$ cat src/uart_cfg_pkg.sv
package uart_cfg_pkg;

    ////////////////////////////////////////////////////////////
    // Frame format
    ////////////////////////////////////////////////////////////

    // 8 data bits, no parity, one stop bit
    localparam int DATA_BITS = 8;

    // Baud ticks per bit on both line sides
    localparam int OVERSAMPLE = 16;

    ////////////////////////////////////////////////////////////
    // Defaults for the top-level parameters
    ////////////////////////////////////////////////////////////

    // Tick period is DIV+1 cycles, one cycle longer in FRAC of every four
    localparam int DEFAULT_BAUD_DIV = 54;
    localparam int DEFAULT_BAUD_FRAC = 1;

    // FIFO depths, also the host transmit credits after reset
    localparam int DEFAULT_TX_DEPTH = 4;
    localparam int DEFAULT_RX_DEPTH = 4;

endpackage

$ cat src/uart_types_pkg.sv
package uart_types_pkg;

    ////////////////////////////////////////////////////////////
    // Payload types
    ////////////////////////////////////////////////////////////

    // One data byte as carried on the line
    typedef logic [uart_cfg_pkg::DATA_BITS-1:0] uart_byte_t;

    // Received word, width of the receive FIFO and the host output
    typedef struct packed {
        uart_byte_t data;
        // Stop bit sampled low
        logic       frame_err;
    } rx_word_t;

    // Sticky receive status, cleared only by reset
    typedef struct packed {
        logic overrun;
        logic frame_err;
    } uart_status_t;

    ////////////////////////////////////////////////////////////
    // State machines
    ////////////////////////////////////////////////////////////

    typedef enum logic [1:0] {
        TX_IDLE,
        TX_START,
        TX_DATA,
        TX_STOP
    } tx_state_e;

    typedef enum logic [1:0] {
        RX_IDLE,
        RX_START,
        RX_DATA,
        RX_STOP
    } rx_state_e;

endpackage

$ cat src/uart_baud_gen.sv
module uart_baud_gen #(
    parameter int BAUD_DIV = uart_cfg_pkg::DEFAULT_BAUD_DIV,
    parameter int BAUD_FRAC = uart_cfg_pkg::DEFAULT_BAUD_FRAC
) (
    input  logic clk,
    input  logic reset,
    output logic baud_tick
);

    // Counter must reach the long limit BAUD_DIV+1
    localparam int CW = $clog2(BAUD_DIV + 2);

    logic [CW-1:0] cycle_cnt;
    logic [CW-1:0] limit;
    // Position inside the group of four periods
    logic [1:0]    period_cnt;
    logic          long_period;

    // First BAUD_FRAC periods of each group run one cycle longer
    assign long_period = int'(period_cnt) < BAUD_FRAC;
    assign limit = long_period ? CW'(BAUD_DIV + 1) : CW'(BAUD_DIV);

    always_ff @(posedge clk) begin
        if (reset) begin
            cycle_cnt <= '0;
            period_cnt <= '0;
            baud_tick <= 1'b0;
        end else begin
            if (cycle_cnt == limit) begin
                // End of period, single-cycle enable
                cycle_cnt <= '0;
                baud_tick <= 1'b1;
                // Wraps after four periods
                period_cnt <= period_cnt + 2'd1;
            end else begin
                cycle_cnt <= cycle_cnt + 1'b1;
                baud_tick <= 1'b0;
            end
        end
    end

endmodule

$ cat src/uart_fifo.sv
module uart_fifo #(
    parameter int DEPTH = uart_cfg_pkg::DEFAULT_TX_DEPTH,
    parameter type WORD_T = uart_types_pkg::uart_byte_t
) (
    input  logic  clk,
    input  logic  reset,
    input  logic  wr,
    input  WORD_T wr_data,
    input  logic  rd,
    output WORD_T rd_data,
    output logic  empty,
    output logic  full
);

    localparam int AW = (DEPTH > 1) ? $clog2(DEPTH) : 1;
    localparam int CW = $clog2(DEPTH + 1);

    WORD_T         mem [DEPTH];
    logic [AW-1:0] wr_ptr;
    logic [AW-1:0] rd_ptr;
    logic [CW-1:0] count;
    logic          do_wr;
    logic          do_rd;

    // Pointer step with wrap for any depth
    function automatic logic [AW-1:0] next_ptr(input logic [AW-1:0] ptr);
        return (ptr == AW'(DEPTH - 1)) ? '0 : ptr + 1'b1;
    endfunction

    // Writes to a full or reads from an empty FIFO are ignored
    assign do_wr = wr && !full;
    assign do_rd = rd && !empty;

    assign empty = (count == '0);
    assign full = (count == CW'(DEPTH));

    // Head word always visible
    assign rd_data = mem[rd_ptr];

    always_ff @(posedge clk) begin
        if (do_wr) begin
            mem[wr_ptr] <= wr_data;
        end
    end

    always_ff @(posedge clk) begin
        if (reset) begin
            wr_ptr <= '0;
            rd_ptr <= '0;
            count <= '0;
        end else begin
            if (do_wr) begin
                wr_ptr <= next_ptr(wr_ptr);
            end
            if (do_rd) begin
                rd_ptr <= next_ptr(rd_ptr);
            end
            // Occupancy, unchanged on simultaneous write and read
            case ({do_wr, do_rd})
                2'b10: count <= count + 1'b1;
                2'b01: count <= count - 1'b1;
                default: count <= count;
            endcase
        end
    end

endmodule

$ cat src/uart_rx.sv
module uart_rx (
    input  logic                         clk,
    input  logic                         reset,
    input  logic                         baud_tick,
    input  logic                         rxd,
    input  logic                         fifo_full,
    output logic                         rx_push,
    output uart_types_pkg::rx_word_t     rx_data,
    output uart_types_pkg::uart_status_t status
);

    localparam int TW = $clog2(uart_cfg_pkg::OVERSAMPLE);
    localparam int BW = $clog2(uart_cfg_pkg::DATA_BITS);
    localparam int NB = uart_cfg_pkg::DATA_BITS;

    uart_types_pkg::rx_state_e  state;
    uart_types_pkg::uart_byte_t shift_reg;
    logic [TW-1:0]              tick_cnt;
    logic [BW-1:0]              bit_cnt;
    logic                       rxd_meta;
    logic                       rxd_sync;
    logic                       mid_tick;
    logic                       last_tick;
    logic                       last_bit;
    logic                       stop_sample;

    // 8th tick after the falling edge, middle of the start bit
    assign mid_tick = (tick_cnt == TW'(uart_cfg_pkg::OVERSAMPLE / 2 - 1));
    assign last_tick = (tick_cnt == TW'(uart_cfg_pkg::OVERSAMPLE - 1));
    assign last_bit = (bit_cnt == BW'(NB - 1));
    assign stop_sample = (state == uart_types_pkg::RX_STOP) && baud_tick && last_tick;

    ////////////////////////////////////////////////////////////
    // Input synchronizer
    ////////////////////////////////////////////////////////////

    // Two flops, line idles high
    always_ff @(posedge clk) begin
        if (reset) begin
            rxd_meta <= 1'b1;
            rxd_sync <= 1'b1;
        end else begin
            rxd_meta <= rxd;
            rxd_sync <= rxd_meta;
        end
    end

    ////////////////////////////////////////////////////////////
    // Data path
    ////////////////////////////////////////////////////////////

    always_ff @(posedge clk) begin
        // Bit centers, LSB arrives first
        if (state == uart_types_pkg::RX_DATA && baud_tick && last_tick) begin
            shift_reg <= {rxd_sync, shift_reg[NB-1:1]};
        end
        if (stop_sample) begin
            rx_data.data <= shift_reg;
            rx_data.frame_err <= !rxd_sync;
        end
    end

    ////////////////////////////////////////////////////////////
    // Frame FSM and sticky status
    ////////////////////////////////////////////////////////////

    always_ff @(posedge clk) begin
        if (reset) begin
            state <= uart_types_pkg::RX_IDLE;
            tick_cnt <= '0;
            bit_cnt <= '0;
            rx_push <= 1'b0;
            status <= '0;
        end else begin
            rx_push <= 1'b0;
            case (state)
                uart_types_pkg::RX_IDLE: begin
                    if (baud_tick && !rxd_sync) begin
                        state <= uart_types_pkg::RX_START;
                        tick_cnt <= '0;
                    end
                end
                uart_types_pkg::RX_START: begin
                    if (baud_tick) begin
                        if (mid_tick) begin
                            // Line back high at mid-bit means a glitch
                            state <= rxd_sync ? uart_types_pkg::RX_IDLE
                                              : uart_types_pkg::RX_DATA;
                            tick_cnt <= '0;
                            bit_cnt <= '0;
                        end else begin
                            tick_cnt <= tick_cnt + 1'b1;
                        end
                    end
                end
                uart_types_pkg::RX_DATA: begin
                    if (baud_tick) begin
                        if (last_tick) begin
                            tick_cnt <= '0;
                            bit_cnt <= bit_cnt + 1'b1;
                            if (last_bit) begin
                                state <= uart_types_pkg::RX_STOP;
                            end
                        end else begin
                            tick_cnt <= tick_cnt + 1'b1;
                        end
                    end
                end
                uart_types_pkg::RX_STOP: begin
                    if (baud_tick) begin
                        if (last_tick) begin
                            state <= uart_types_pkg::RX_IDLE;
                            // Full FIFO drops the word
                            rx_push <= !fifo_full;
                            if (fifo_full) begin
                                status.overrun <= 1'b1;
                            end
                            if (!rxd_sync) begin
                                status.frame_err <= 1'b1;
                            end
                        end else begin
                            tick_cnt <= tick_cnt + 1'b1;
                        end
                    end
                end
                default: state <= uart_types_pkg::RX_IDLE;
            endcase
        end
    end

endmodule

$ cat src/uart_rx_deliver.sv
module uart_rx_deliver #(
    parameter int RX_DEPTH = uart_cfg_pkg::DEFAULT_RX_DEPTH
) (
    input  logic                     clk,
    input  logic                     reset,
    input  logic                     rx_credit,
    input  logic                     fifo_empty,
    input  uart_types_pkg::rx_word_t fifo_data,
    output logic                     fifo_rd,
    output logic                     rx_valid,
    output uart_types_pkg::rx_word_t rx_word
);

    // Headroom for the host granting ahead of a full FIFO
    localparam int CW = $clog2(2 * RX_DEPTH + 1);

    logic [CW-1:0] credits;
    logic          credit_add;

    // Saturates instead of wrapping
    assign credit_add = rx_credit && (credits != '1);

    // Credit and word both present
    assign fifo_rd = (credits != '0) && !fifo_empty;

    always_ff @(posedge clk) begin
        if (fifo_rd) begin
            rx_word <= fifo_data;
        end
    end

    always_ff @(posedge clk) begin
        if (reset) begin
            credits <= '0;
            rx_valid <= 1'b0;
        end else begin
            rx_valid <= fifo_rd;
            case ({credit_add, fifo_rd})
                2'b10: credits <= credits + 1'b1;
                2'b01: credits <= credits - 1'b1;
                default: credits <= credits;
            endcase
        end
    end

endmodule

$ cat src/uart_subsystem.sv
module uart_subsystem #(
    parameter int BAUD_DIV = uart_cfg_pkg::DEFAULT_BAUD_DIV,
    parameter int BAUD_FRAC = uart_cfg_pkg::DEFAULT_BAUD_FRAC,
    parameter int TX_DEPTH = uart_cfg_pkg::DEFAULT_TX_DEPTH,
    parameter int RX_DEPTH = uart_cfg_pkg::DEFAULT_RX_DEPTH
) (
    input  logic                         clk,
    input  logic                         reset,
    input  logic                         tx_push,
    input  uart_types_pkg::uart_byte_t   tx_byte,
    output logic                         tx_credit,
    output logic                         txd,
    input  logic                         rxd,
    input  logic                         rx_credit,
    output logic                         rx_valid,
    output uart_types_pkg::rx_word_t     rx_word,
    output uart_types_pkg::uart_status_t status
);

    logic                       baud_tick;
    logic                       tx_fifo_empty;
    uart_types_pkg::uart_byte_t tx_fifo_data;
    logic                       rx_push;
    uart_types_pkg::rx_word_t   rx_data;
    logic                       rx_fifo_full;
    logic                       rx_fifo_empty;
    logic                       rx_fifo_rd;
    uart_types_pkg::rx_word_t   rx_fifo_data;

    uart_baud_gen #(
        .BAUD_DIV(BAUD_DIV),
        .BAUD_FRAC(BAUD_FRAC)
    ) u_baud_gen (
        .clk(clk),
        .reset(reset),
        .baud_tick(baud_tick)
    );

    ////////////////////////////////////////////////////////////
    // Transmit path
    ////////////////////////////////////////////////////////////

    // Host credits bound the writes, full is not needed
    uart_fifo #(
        .DEPTH(TX_DEPTH),
        .WORD_T(uart_types_pkg::uart_byte_t)
    ) u_tx_fifo (
        .clk(clk),
        .reset(reset),
        .wr(tx_push),
        .wr_data(tx_byte),
        .rd(tx_credit),
        .rd_data(tx_fifo_data),
        .empty(tx_fifo_empty),
        .full()
    );

    // Each pop returns one credit to the host
    uart_tx u_tx (
        .clk(clk),
        .reset(reset),
        .baud_tick(baud_tick),
        .fifo_empty(tx_fifo_empty),
        .fifo_data(tx_fifo_data),
        .tx_pop(tx_credit),
        .txd(txd)
    );

    ////////////////////////////////////////////////////////////
    // Receive path
    ////////////////////////////////////////////////////////////

    uart_rx u_rx (
        .clk(clk),
        .reset(reset),
        .baud_tick(baud_tick),
        .rxd(rxd),
        .fifo_full(rx_fifo_full),
        .rx_push(rx_push),
        .rx_data(rx_data),
        .status(status)
    );

    uart_fifo #(
        .DEPTH(RX_DEPTH),
        .WORD_T(uart_types_pkg::rx_word_t)
    ) u_rx_fifo (
        .clk(clk),
        .reset(reset),
        .wr(rx_push),
        .wr_data(rx_data),
        .rd(rx_fifo_rd),
        .rd_data(rx_fifo_data),
        .empty(rx_fifo_empty),
        .full(rx_fifo_full)
    );

    uart_rx_deliver #(
        .RX_DEPTH(RX_DEPTH)
    ) u_rx_deliver (
        .clk(clk),
        .reset(reset),
        .rx_credit(rx_credit),
        .fifo_empty(rx_fifo_empty),
        .fifo_data(rx_fifo_data),
        .fifo_rd(rx_fifo_rd),
        .rx_valid(rx_valid),
        .rx_word(rx_word)
    );

endmodule

$ cat src/uart_tx.sv
module uart_tx (
    input  logic                       clk,
    input  logic                       reset,
    input  logic                       baud_tick,
    input  logic                       fifo_empty,
    input  uart_types_pkg::uart_byte_t fifo_data,
    output logic                       tx_pop,
    output logic                       txd
);

    localparam int TW = $clog2(uart_cfg_pkg::OVERSAMPLE);
    localparam int BW = $clog2(uart_cfg_pkg::DATA_BITS);

    uart_types_pkg::tx_state_e  state;
    uart_types_pkg::uart_byte_t shift_reg;
    logic [TW-1:0]              tick_cnt;
    logic [BW-1:0]              bit_cnt;
    logic                       last_tick;
    logic                       last_bit;

    // Take the head byte as soon as the line is free
    assign tx_pop = (state == uart_types_pkg::TX_IDLE) && !fifo_empty;

    // 16th tick of the current bit
    assign last_tick = (tick_cnt == TW'(uart_cfg_pkg::OVERSAMPLE - 1));
    assign last_bit = (bit_cnt == BW'(uart_cfg_pkg::DATA_BITS - 1));

    ////////////////////////////////////////////////////////////
    // Shift register, LSB goes out first
    ////////////////////////////////////////////////////////////

    always_ff @(posedge clk) begin
        if (tx_pop) begin
            shift_reg <= fifo_data;
        end else if (state == uart_types_pkg::TX_DATA && baud_tick && last_tick) begin
            shift_reg <= shift_reg >> 1;
        end
    end

    ////////////////////////////////////////////////////////////
    // Frame FSM
    ////////////////////////////////////////////////////////////

    always_ff @(posedge clk) begin
        if (reset) begin
            state <= uart_types_pkg::TX_IDLE;
            tick_cnt <= '0;
            bit_cnt <= '0;
            txd <= 1'b1;
        end else begin
            case (state)
                uart_types_pkg::TX_IDLE: begin
                    txd <= 1'b1;
                    if (tx_pop) begin
                        state <= uart_types_pkg::TX_START;
                        tick_cnt <= '0;
                        bit_cnt <= '0;
                    end
                end
                uart_types_pkg::TX_START: begin
                    if (baud_tick) begin
                        if (txd) begin
                            // First tick after the pop opens the start bit
                            txd <= 1'b0;
                        end else if (last_tick) begin
                            state <= uart_types_pkg::TX_DATA;
                            tick_cnt <= '0;
                            txd <= shift_reg[0];
                        end else begin
                            tick_cnt <= tick_cnt + 1'b1;
                        end
                    end
                end
                uart_types_pkg::TX_DATA: begin
                    if (baud_tick) begin
                        if (last_tick) begin
                            tick_cnt <= '0;
                            if (last_bit) begin
                                state <= uart_types_pkg::TX_STOP;
                                txd <= 1'b1;
                            end else begin
                                // Next bit before the shift lands
                                bit_cnt <= bit_cnt + 1'b1;
                                txd <= shift_reg[1];
                            end
                        end else begin
                            tick_cnt <= tick_cnt + 1'b1;
                        end
                    end
                end
                uart_types_pkg::TX_STOP: begin
                    if (baud_tick) begin
                        if (last_tick) begin
                            state <= uart_types_pkg::TX_IDLE;
                        end else begin
                            tick_cnt <= tick_cnt + 1'b1;
                        end
                    end
                end
                default: state <= uart_types_pkg::TX_IDLE;
            endcase
        end
    end

endmodule

$ cat config.mk
export PLATFORM = sky130hd
export DESIGN_NAME = uart_subsystem
export DESIGN_NICKNAME = d
export VERILOG_FILES = /design/src/uart_cfg_pkg.sv /design/src/uart_types_pkg.sv /design/src/uart_baud_gen.sv /design/src/uart_fifo.sv /design/src/uart_rx.sv /design/src/uart_rx_deliver.sv /design/src/uart_subsystem.sv /design/src/uart_tx.sv
export SDC_FILE = /design/constraint.sdc
export NUM_CORES = 1
export LEC_CHECK = 0
export BUFFER_PORTS_ARGS = -buffer_cell sky130_fd_sc_hd__buf_2
export CAP_MARGIN = 20
export CORE_ASPECT_RATIO = 1.2
export CORE_MARGIN = 1.5
export CORE_UTILIZATION = 40
export CTS_CLUSTER_DIAMETER = 100
export DETAILED_ROUTE_END_ITERATION = 10
export SLEW_MARGIN = 20
export SYNTH_ARGS = -nofsm -noshare
export SYNTH_HDL_FRONTEND = slang
export SYNTH_HIERARCHICAL = 1
export SYNTH_SLANG_ARGS = --single-unit
$ cat constraint.sdc
create_clock -name clk -period 4.4 [get_ports clk]
set_clock_uncertainty 0.1 [all_clocks]
set_input_delay 0.88 -clock clk [delete_from_list [all_inputs] [get_ports clk]]
set_output_delay 0.88 -clock clk [all_outputs]
set_load 0.01 [all_outputs]
Yosys cells after proc, flatten, opt, wreduce, memory -nomap -nowiden:

Memory sizes are Yosys's and may differ from the RTL's. A register that Yosys moved wholly into a read port is not among the register bits.
Cells that the tools add are included.

* word-level logic and storage cells: 207
* output and inout bits: 14
* RAM bits: 68
* register bits: 77
* memories: 2

Memories
* u_rx_fifo.mem: words 4, bits a word 9, read ports 1, clocked after Yosys merged registers in 1, wr ports 1, RTL line uart_fifo.sv:18 `WORD_T mem [DEPTH];`
* u_tx_fifo.mem: words 4, bits a word 8, read ports 1, clocked after Yosys merged registers in 1, wr ports 1, RTL line uart_fifo.sv:18

* bitwise logic cells: 4
* mux-type cells: 70
* order comparisons: 1
* eq/ne operators: 45
* reductions and logical operators: 42
* add/sub/neg operators: 16

Operator list (number)
* 4-bit 2-to-1 mux: 14
* 2-bit 2-to-1 mux: 24
* 4-bit one-hot mux with 4 select lines: 2
* 3-bit 2-to-1 mux: 8
* 3-bit one-hot mux with 2 select lines: 4
* 2-bit == test (second input constant): 11
* 2-bit != test (second input constant): 11
* 2-bit by 1-bit != test with 1-bit output (second input constant): 9
* 8-bit 2-to-1 mux: 2
* 2-bit one-hot mux with 4 select lines: 2
* 5-bit AND reduction: 3
* 1-bit logical AND: 14
* 3-bit by 1-bit adder with 3-bit output (second input constant): 4
* 4-bit by 1-bit adder with 4-bit output (second input constant): 3
* 3-bit == test (second input constant): 4
* 1-bit 2-to-1 mux: 12
* 4-bit AND reduction: 3
* 2-bit nonzero test: 6
* 2-bit by 1-bit adder with 2-bit output (second input constant): 5
* 2-bit by 1-bit == test with 1-bit output (second input constant): 5
* 9-bit AND reduction: 1
* 4-bit == test (second input constant): 2
* 4-bit one-hot mux with 2 select lines: 1
* 8-bit AND reduction: 1
* other kinds (17): 27

Logic depth before layout (Yosys ltp):

Gate-level depths: netlist of run 1.

* depth in word-level cells: 6
* gate-level depth with buffers: 12
* depth with buffers taken out: 11

Hierarchy:

Netlist of run 1, hierarchy kept.

Modules (own cells, without submodules)
* uart_fifo at u_rx_fifo: cells each 101, area an instance 1790.5 sq um, times used 1
* uart_fifo at u_tx_fifo: cells each 96, area an instance 1647.8 sq um, times used 1
* uart_rx: cells each 92, area an instance 1189.9 sq um, times used 1
* uart_tx: cells each 103, area an instance 1053.5 sq um, times used 1
* uart_rx_deliver: cells each 43, area an instance 560.5 sq um, times used 1
* uart_baud_gen: cells each 46, area an instance 437.9 sq um, times used 1

Worst setup path before layout of run 1:

No wires, ideal clock.

* path kind: reg2reg
* start point: reg u_tx.state[0]
* end point: reg u_tx_fifo.count[2]
* setup time: 0.070 ns
* data arrival time: 2.662 ns
* required time: 4.230 ns
* slack: 1.567 ns
* cell stages (with the launch flop): 13
* buffers on the path: 1
* cells stage by stage: dfxtp_1 > inv_1 > ha_1 > nor2b_1 > clkbuf_1 > o31ai_1 > inv_1 > ha_1 > inv_1 > fa_1 > xor2_1 > or3_2 > a21oi_1

* word-level cells in the longest chain between the ends: 5
* elaborated cells on any way between the ends: 7

RTL lines
* start: declaration: RTL line uart_tx.sv:14 `uart_types_pkg::tx_state_e state;`
* start signal: assignment: RTL line uart_tx.sv:46 `state <= uart_types_pkg::TX_IDLE;`
* start signal: assignment: RTL line uart_tx.sv:55 `state <= uart_types_pkg::TX_START;`
* start signal: assignment: RTL line uart_tx.sv:66 `state <= uart_types_pkg::TX_DATA;`
* 2-bit zero test (*): RTL line uart_tx.sv:22 `assign tx_pop = (state == uart_types_pkg::TX_IDLE) && !fifo_empty;`
* 1-bit logical AND (*): RTL line uart_tx.sv:22
* via tx_credit: RTL line uart_subsystem.sv:11 `output logic tx_credit,`
* 1-bit logical AND (*): RTL line uart_fifo.sv:32 `assign do_rd = rd && !empty;`
* 2-bit by 1-bit == test with 1-bit output / 2-bit == test (equally long branches): RTL line uart_fifo.sv:59 `case ({do_wr, do_rd})`
* 3-bit one-hot mux with 2 select lines / 2-bit nonzero test (equally long branches)
* end signal: assignment: RTL line uart_fifo.sv:60 `2'b10: count <= count + 1'b1;`
* end signal: assignment: RTL line uart_fifo.sv:61 `2'b01: count <= count - 1'b1;`
* end signal: assignment: RTL line uart_fifo.sv:62 `default: count <= count;`
* end: declaration: RTL line uart_fifo.sv:21 `logic [CW-1:0] count;`

The timed path passes the listed nets; every way through them passes the cells marked *.
A chain may end at the register's enable or synchronous reset.

Worst setup path after layout of run 1:

* start point: reg u_rx_deliver.credits[0]
* end point: reg u_rx_fifo.count[2]

* word-level cells in the longest chain between the ends: 5
* elaborated cells on any way between the ends: 7

RTL lines
* start: declaration: RTL line uart_rx_deliver.sv:17 `logic [CW-1:0] credits;`
* start signal: assignment: RTL line uart_rx_deliver.sv:39 `2'b10: credits <= credits + 1'b1;`
* start signal: assignment: RTL line uart_rx_deliver.sv:40 `2'b01: credits <= credits - 1'b1;`
* start signal: assignment: RTL line uart_rx_deliver.sv:41 `default: credits <= credits;`
* 4-bit nonzero test (*): RTL line uart_rx_deliver.sv:24 `assign fifo_rd = (credits != '0) && !fifo_empty;`
* 1-bit logical AND (*): RTL line uart_rx_deliver.sv:24
* via rx_fifo_rd: RTL line uart_subsystem.sv:27 `logic rx_fifo_rd;`
* 1-bit logical AND (*): RTL line uart_fifo.sv:32
* via u_rx_fifo.do_rd: RTL line uart_fifo.sv:23 `logic do_rd;`
* 2-bit by 1-bit == test with 1-bit output / 2-bit == test (equally long branches): RTL line uart_fifo.sv:59
* 3-bit one-hot mux with 2 select lines / 2-bit nonzero test (equally long branches)
* end signal: assignment: RTL line uart_fifo.sv:60
* end signal: assignment: RTL line uart_fifo.sv:61
* end signal: assignment: RTL line uart_fifo.sv:62
* end: declaration: RTL line uart_fifo.sv:21

Marked as above.

==> results by group, run 1 <==
STA
  – Slew HR: 0.4242
  – Tcrit/Tclk final: 0.7240
  – Minimum setup slack in the final design: roughly 1.2 ns
  – Final-report setup violation count: 0
  – Transition time of the tightest slew-check pin: 0.8606 ns
  – Setup TNS: 0 ns
  – Peak Freq: between 300 and 400 MHz
  – Unrepaired setup endpoints after global routing: no
  – Count of endpoints failing hold in the final timing report: 0
  – Final critical-path required period: between 3 and 4 ns
  – Total count of max-transition violations in the final report: 0

Route
  – DR WL met3: between 200 and 300 um
  – Top Layer Used: met4
  – Met2 wire length: 5997 um
  – Detailed-router iteration count before antenna repair: 4
  – Drt first-iter violations: about 160
  – Post-detailed-route count of antenna-violating nets: 0
  – Total wire length after detailed routing: between 10000 and 15000 um
  – Drt drc: 0
  – Total number of vias: between 3000 and 4000
  – Detail-routed via count per cell: between 5 and 6
  – Sum of routed wire segments on met1: between 4000 and 5000 um
  – Average wire length per cell after detail routing: roughly 15 um

Global route
  – Wire length of the first global-routing pass: between 15000 and 20000 um
  – Vias in the first global route: 3927
  – Initial antenna violation count: 0
  – Residual overflow from global routing: 0
  – Pin count of the biggest net entering global routing: 45
  – Overall track demand over capacity in global routing: 0.1411

Clock tree
  – Post-CTS Setup Bufs: 0
  – Count of cells resized by post-cts repair: 0
  – Clock buffers created by TritonCTS: 17
  – Clock tree from TritonCTS: done
  – Buffers from clock root to sink, at most: 2
  – Root Buffer Master: sky130_fd_sc_hd__clkbuf_16
  – H-tree Lvls: 4
  – Sinks on Clock Net: around 160
  – Hold Buf Count CTS: 0
  – Worst-path clk slew: roughly 0.06 ns
  – Worst-skew pair later-pin latency: 0.41 ns

Layout
  – Area of the multi-input gates: 0.002295 mm^2
  – Fraction of final layout cells with drive strength greater than 1: 0.2084
  – Seq. cell area: 0.004184 mm^2
  – Fillers: roughly 1400
  – Area delta synth->final: 13.55%
  – Fin cells: around 740
  – Largest Register: u_rx_fifo/mem
  – Diodes inserted: 0
  – Largest regs: u_rx_fifo/mem: 36 flops, u_tx_fifo/mem: 32 flops
  – Flip-flop count of the largest register after layout: 36
  – Number of nets in the layout: approximately 560
  – Util after Layout: 0.4659

Worst setup path
  – Maximum fanout along the worst path: 11
  – Critical path launch point: u_rx_deliver/credits[0]
  – Reg2reg start: u_rx_deliver/credits[0]
  – Type of element launching the critical path: flop
  – WP data arrival: 3.42 ns
  – Crit Reg-Reg Endpoint: u_rx_fifo/count[2]
  – Worst Reg-to-Reg Cells: 10
  – Worst setup slack for register-to-register paths: 1.21 ns
  – Type of the worst setup path: flop to flop
  – Last element of the critical path: u_rx_fifo/count[2]
  – Critical path endpoint category: flop
  – Crit path required time: ~4.6 ns

Die
  – Die Span Y: between 100 and 150 um
  – Die Area: 0.01748 mm^2
  – X dimension of the die: roughly 120 um
  – Count of pins on the block boundary: 27
  – Core footprint: about 0.016 mm^2
  – Placement Rows: 51
  – Initial standard-cell utilization of the core: 0.4103

Pwr
  – Leakage: 2.696 nW
  – Total power of the final layout: between 3 and 4 mW
  – Power density over the cells: 501.4 mW/mm^2
  – Worst voltage drop across the vdd grid: around 0.28 mV

Job
  – Max-cap check violation count: 0

Placed design
  – Setup slack after placement: around 1.2 ns
  – Detailed Place HPWL: 7726 um
  – Routability congestion estimate from global placement: around 0.75
  – Instance count after placement with tap cells included: roughly 700
  – Quantity of I/O buffers inserted on ports: 26

Logic synthesis
  – Post-synthesis net count: ~530
  – Avg Inst Size Synth: between 10 and 15 um^2
  – Mapped cell area: about 0.0067 mm^2
  – Synthesized instance count: 480
  – Warning count from the yosys run: 6

Run status
  – Run status: finished, final reports clean

Worst hold path
  – Class of the tightest hold or removal check: flop to flop
  – Hold Path Cell Cnt: 1
==> placed cells by master (no fill, tap or decap), drive strengths merged, types with 10 or more instances in the layout <==
| cell type | n |
|---|---|
| dfxtp | 56 |
| inv | 35 |
| nand3 | 16 |
| mux4 | 17 |
| edfxtp | 102 |
| a21oi | 29 |
| o21ai | 12 |
| ha | 30 |
| nor3 | 10 |
| buf | 28 |
| clkbuf | 18 |
| nand2 | 16 |
| and3 | 11 |
| nor2 | 29 |
==> where the power goes <==
| part | internal, mW | switching, mW |
|---|---|---|
| Clock | 0.845 | 0.597 |
| Sequential | 1.71 | 0.0812 |
| Combinational | 0.269 | 0.302 |
| Total | 2.82 | 0.980 |
==> worst max-delay path, stage by stage (launching register included) <==
cell and delay (ns):
sky130_fd_sc_hd__dfxtp_1 0.44, sky130_fd_sc_hd__nor4_1 0.11, sky130_fd_sc_hd__nor2_1 0.67, sky130_fd_sc_hd__o31ai_1 0.31
sky130_fd_sc_hd__inv_1 0.12, sky130_fd_sc_hd__ha_1 0.19, sky130_fd_sc_hd__inv_1 0.06, sky130_fd_sc_hd__fa_1 0.38
sky130_fd_sc_hd__xor2_1 0.17, sky130_fd_sc_hd__or3_2 0.41, sky130_fd_sc_hd__a21oi_1 0.14
==> layout make-up <==
cell class,instances,area share
clock buffers,18,0.05661
clock inverters,14,0.02030
inverters,29,0.01436
multi-input cells,276,0.3027
flip-flops and latches,158,0.5519
well taps,212,0.03499
repair buffers,28,0.01915
==> routing by layer <==
| metal | GRT usage | vias up |
|---|---|---|
| met2 | 0.2497 | 50 |
| met3 | 0.03391 | 5 |
| met5 | 0 | - |
| met4 | 0.06316 | 0 |
| li1 | - | 1855 |
| met1 | 0.1623 | 1852 |
==> metrics by stage <==
step	hold WS [ns]	cell area, um^2
detailed placement	0.2985	6998
floorplan	0.2895	6676
global route	0.3267	7581
finish	0.3074	7581
global placement	0.2946	6998
CTS	0.3133	7581
==> how the worst min path moves through the flow <==
stage,start,to
final,u_rx/rxd_meta,u_rx/rxd_sync
after global routing,u_rx/shift_reg[0],u_rx/rx_data[1]
after detailed placement,u_rx/rxd_meta,u_rx/rxd_sync
after CTS,u_rx/rxd_meta,u_rx/rxd_sync
after global placement,u_rx/rxd_meta,u_rx/rxd_sync
after floorplan,u_rx/rxd_meta,u_rx/rxd_sync
Power figures use the tool's default switching activity.
==> run 2, diff against run 1 <==
--- a/config.mk
+++ b/config.mk
@@ -5,6 +5,7 @@
 export SDC_FILE = /design/constraint.sdc
 export NUM_CORES = 1
 export LEC_CHECK = 0
+export ABC_AREA = 1
 export BUFFER_PORTS_ARGS = -buffer_cell sky130_fd_sc_hd__buf_2
 export CAP_MARGIN = 20
 export CORE_ASPECT_RATIO = 1.2
==> constraint.sdc (replaced) <==
create_clock -name clk -period 3.1 [get_ports clk]
set_clock_uncertainty 0.1 [all_clocks]
set_input_delay 0.62 -clock clk [delete_from_list [all_inputs] [get_ports clk]]
set_output_delay 0.62 -clock clk [all_outputs]
set_load 0.01 [all_outputs]
==> results by group, run 2 <==
Worst setup path
  – Crit path required time: 3.31 ns (-1.33 ns)
  – Type of element launching the critical path: flop
  – Worst setup slack for register-to-register paths: 0.73 ns (-0.48 ns)
  – Maximum fanout along the worst path: 13 (+2)
  – Critical path endpoint category: flop
  – Reg2reg start: u_rx_fifo/count[2]
  – Crit Reg-Reg Endpoint: u_rx_fifo/count[2]
  – Worst Reg-to-Reg Cells: 16 (+6)
  – WP data arrival: 2.58 ns (-0.84 ns)
  – Type of the worst setup path: flop to flop

Layout
  – Number of nets in the layout: 795 (+43%)
  – Commonest non-fill, non-tap cell in the layout: sky130_fd_sc_hd__nand2_1
  – Area delta synth->final: 13.86%
  – Seq. cell area: 0.004184 mm^2 (unchanged)
  – Largest Register: u_rx_fifo/mem
  – Fillers: 1622 (+12%)
  – Fraction of final layout cells with drive strength greater than 1: 0.1654 (-0.04306)
  – Commonest cells after routing, fill and taps aside: 126 x sky130_fd_sc_hd__nand2_1, 104 x sky130_fd_sc_hd__nor2_1, 102 x sky130_fd_sc_hd__edfxtp_1
  – Diodes inserted: 0 (unchanged)
  – Largest regs: u_rx_fifo/mem: 36 flops, u_tx_fifo/mem: 32 flops
  – Fin cells: 982 (+34%)
  – Area of the multi-input gates: 0.002446 mm^2 (+6.6%)
  – Flip-flop count of the largest register after layout: 36 (unchanged)

STA
  – Count of endpoints failing hold in the final timing report: 0 (unchanged)
  – Slew HR: 0.3951 (-0.02911)
  – Transition time of the tightest slew-check pin: 0.9041 ns (+0.04351 ns)
  – Final critical-path required period: 2.368 ns (-0.8176 ns)
  – Total count of max-transition violations in the final report: 0 (unchanged)
  – Final-report setup violation count: 0 (unchanged)
  – Unrepaired setup endpoints after global routing: no
  – Setup TNS: 0 ns (unchanged)
  – Tcrit/Tclk final: 0.7639 (+0.03987)
  – Peak Freq: 422.3 MHz (+35%)

Die
  – Die Area: 0.01849 mm^2 (+5.8%)
  – Die Span Y: 148.6 um (+2.8%)
  – Placement Rows: 53 (+3.9%)
  – X dimension of the die: 124.4 um (+2.8%)
  – Initial standard-cell utilization of the core: 0.4054 (-0.004894)
  – Count of pins on the block boundary: 27 (unchanged)
  – Core footprint: 0.01744 mm^2 (+7.2%)

Logic synthesis
  – Post-synthesis net count: 752 (+43%)
  – Avg Inst Size Synth: 10.01 um^2 (-28%)
  – Synthesized instance count: 706 (+47%)
  – Mapped cell area: 0.007071 mm^2 (+5.9%)
  – Warning count from the yosys run: 6 (unchanged)

Clock tree
  – Clock tree from TritonCTS: done
  – Worst-path clk slew: 0.06 ns (about the same)
  – Post-CTS Setup Bufs: 0 (unchanged)
  – Buffers from clock root to sink, at most: 2 (unchanged)
  – Hold Buf Count CTS: 0 (unchanged)
  – Root Buffer Master: sky130_fd_sc_hd__clkbuf_16
  – Worst-skew pair later-pin latency: 0.42 ns (about the same)
  – Clock buffers created by TritonCTS: 17 (unchanged)
  – Sinks on Clock Net: 158 (unchanged)
  – Count of cells resized by post-cts repair: 0 (unchanged)
  – H-tree Lvls: 4 (unchanged)

Route
  – Average wire length per cell after detail routing: 13.08 um (-15%)
  – Detail-routed via count per cell: 4.890 (-4.5%)
  – Drt first-iter violations: 320 (+110%)
  – Detailed-router iteration count before antenna repair: 4 (unchanged)
  – Total wire length after detailed routing: 12840 um (+14%)
  – Drt drc: 0 (unchanged)
  – Post-detailed-route count of antenna-violating nets: 0 (unchanged)
  – Total number of vias: 4802 (+28%)

Placed design
  – Routability congestion estimate from global placement: 0.8567 (+14%)
  – Detailed Place HPWL: 9016 um (+17%)
  – Quantity of I/O buffers inserted on ports: 26 (unchanged)
  – Instance count after placement with tap cells included: 950 (+35%)

Worst hold path
  – Hold Path Cell Cnt: 2 (+1)
  – Sink of the worst hold path: u_rx/rxd_meta
  – Class of the tightest hold or removal check: input port to flop
  – Startpoint of the worst hold path: rxd

Global route
  – Residual overflow from global routing: 0 (unchanged)
  – Initial antenna violation count: 0 (unchanged)
  – Pin count of the biggest net entering global routing: 21 (-53%)
  – Vias in the first global route: 4837 (+23%)
  – Wire length of the first global-routing pass: 21980 um (+16%)
  – Overall track demand over capacity in global routing: 0.1477 (+0.006527)

Job
  – Max-cap check violation count: 0 (unchanged)

Pwr
  – Worst voltage drop across the vdd grid: 0.5999 mV (+110%)
  – Power density over the cells: 745.8 mW/mm^2 (+49%)
  – Leakage: 3.238 nW (+20%)

Run status
  – Run status: finished, final reports clean
-- run 2: cell count changes in the layout (fill, tap and decap cells not counted), sizes merged, moves of 8 or more --
cell | previous run | this run
and3 | 11 | 0
mux2i | 8 | 0
inv | 35 | 96
nor3 | 10 | 1
nand4 | 1 | 9
nor2 | 29 | 122
o21ai | 12 | 46
nand3 | 16 | 34
mux4 | 17 | 0
nand2 | 16 | 141
mux2 | 8 | 0
o22ai | 1 | 18
-- run 2: worst max path at each step --
stage / from / endpoint / slack [ns]
after CTS: u_tx/state[0] / tx_credit / 0.74
after detailed placement: u_rx_fifo/count[2] / u_rx_fifo/count[2] / 0.79
final: u_rx_fifo/count[2] / u_rx_fifo/count[2] / 0.73
after floorplan: u_rx_fifo/count[2] / u_rx_fifo/count[2] / 0.63
after global routing: u_tx/state[1] / u_tx_fifo/count[2] / 0.48
after global placement: u_tx/state[0] / u_tx_fifo/count[2] / 0.87
-- run 2: cell type report --
cell class | instances | share of cell area
clock inverter | 14 | 0.02254
tap | 220 | 0.03419
multi-input combinational | 446 | 0.3039
sequential | 158 | 0.5197
inverter | 95 | 0.04554
clock buffer | 18 | 0.05331
timing repair buffer | 31 | 0.02083
-- run 2: stage by stage --
stage	power [mW]	hold slack [ns]	setup WS [ns]	instance area, um^2	utilization
after floorplan	3.599	0.2895	0.6332	7071	-
after global placement	3.865	0.2920	0.8717	7440	0.4266
after detailed placement	3.930	0.2941	0.7910	7440	0.4266
after CTS	6.074	0.2691	0.7394	8050	0.4616
after global routing	6.374	0.2765	0.4839	8050	0.4616
final	6.004	0.2904	0.7320	8050	0.4616
-- run 2: where the power goes --
| group | total, mW | switching [mW] | leakage, nW | internal, mW |
|---|---|---|---|---|
| combinational | 1.25 | 0.802 | 1.56 | 0.448 |
| sequential | 2.63 | 0.152 | 1.38 | 2.48 |
| clock | 2.12 | 0.842 | 0.290 | 1.28 |
-- run 2: metal layers --
layer,GRT usage,vias to the layer above,part of all wire
li1,-,2424,-
met1,0.1657,2285,0.43
met2,0.2670,74,0.53
met3,0.03669,19,0.031
met4,0.06264,0,0.015
met5,0,-,0
-- run 2: critical path: stages, from the launching register on --
cell and delay [ns]:
sky130_fd_sc_hd__dfxtp_1 0.39, sky130_fd_sc_hd__inv_2 0.06, sky130_fd_sc_hd__nand2_2 0.10, sky130_fd_sc_hd__inv_1 0.06, sky130_fd_sc_hd__a21oi_1 0.11, sky130_fd_sc_hd__buf_4 0.23, sky130_fd_sc_hd__nand2_2 0.09, sky130_fd_sc_hd__inv_1 0.06
sky130_fd_sc_hd__ha_1 0.17, sky130_fd_sc_hd__inv_1 0.08, sky130_fd_sc_hd__fa_1 0.39, sky130_fd_sc_hd__inv_1 0.08, sky130_fd_sc_hd__nand2_1 0.07, sky130_fd_sc_hd__nand3_1 0.09, sky130_fd_sc_hd__nand2_1 0.06, sky130_fd_sc_hd__inv_1 0.07
sky130_fd_sc_hd__nor2_1 0.05
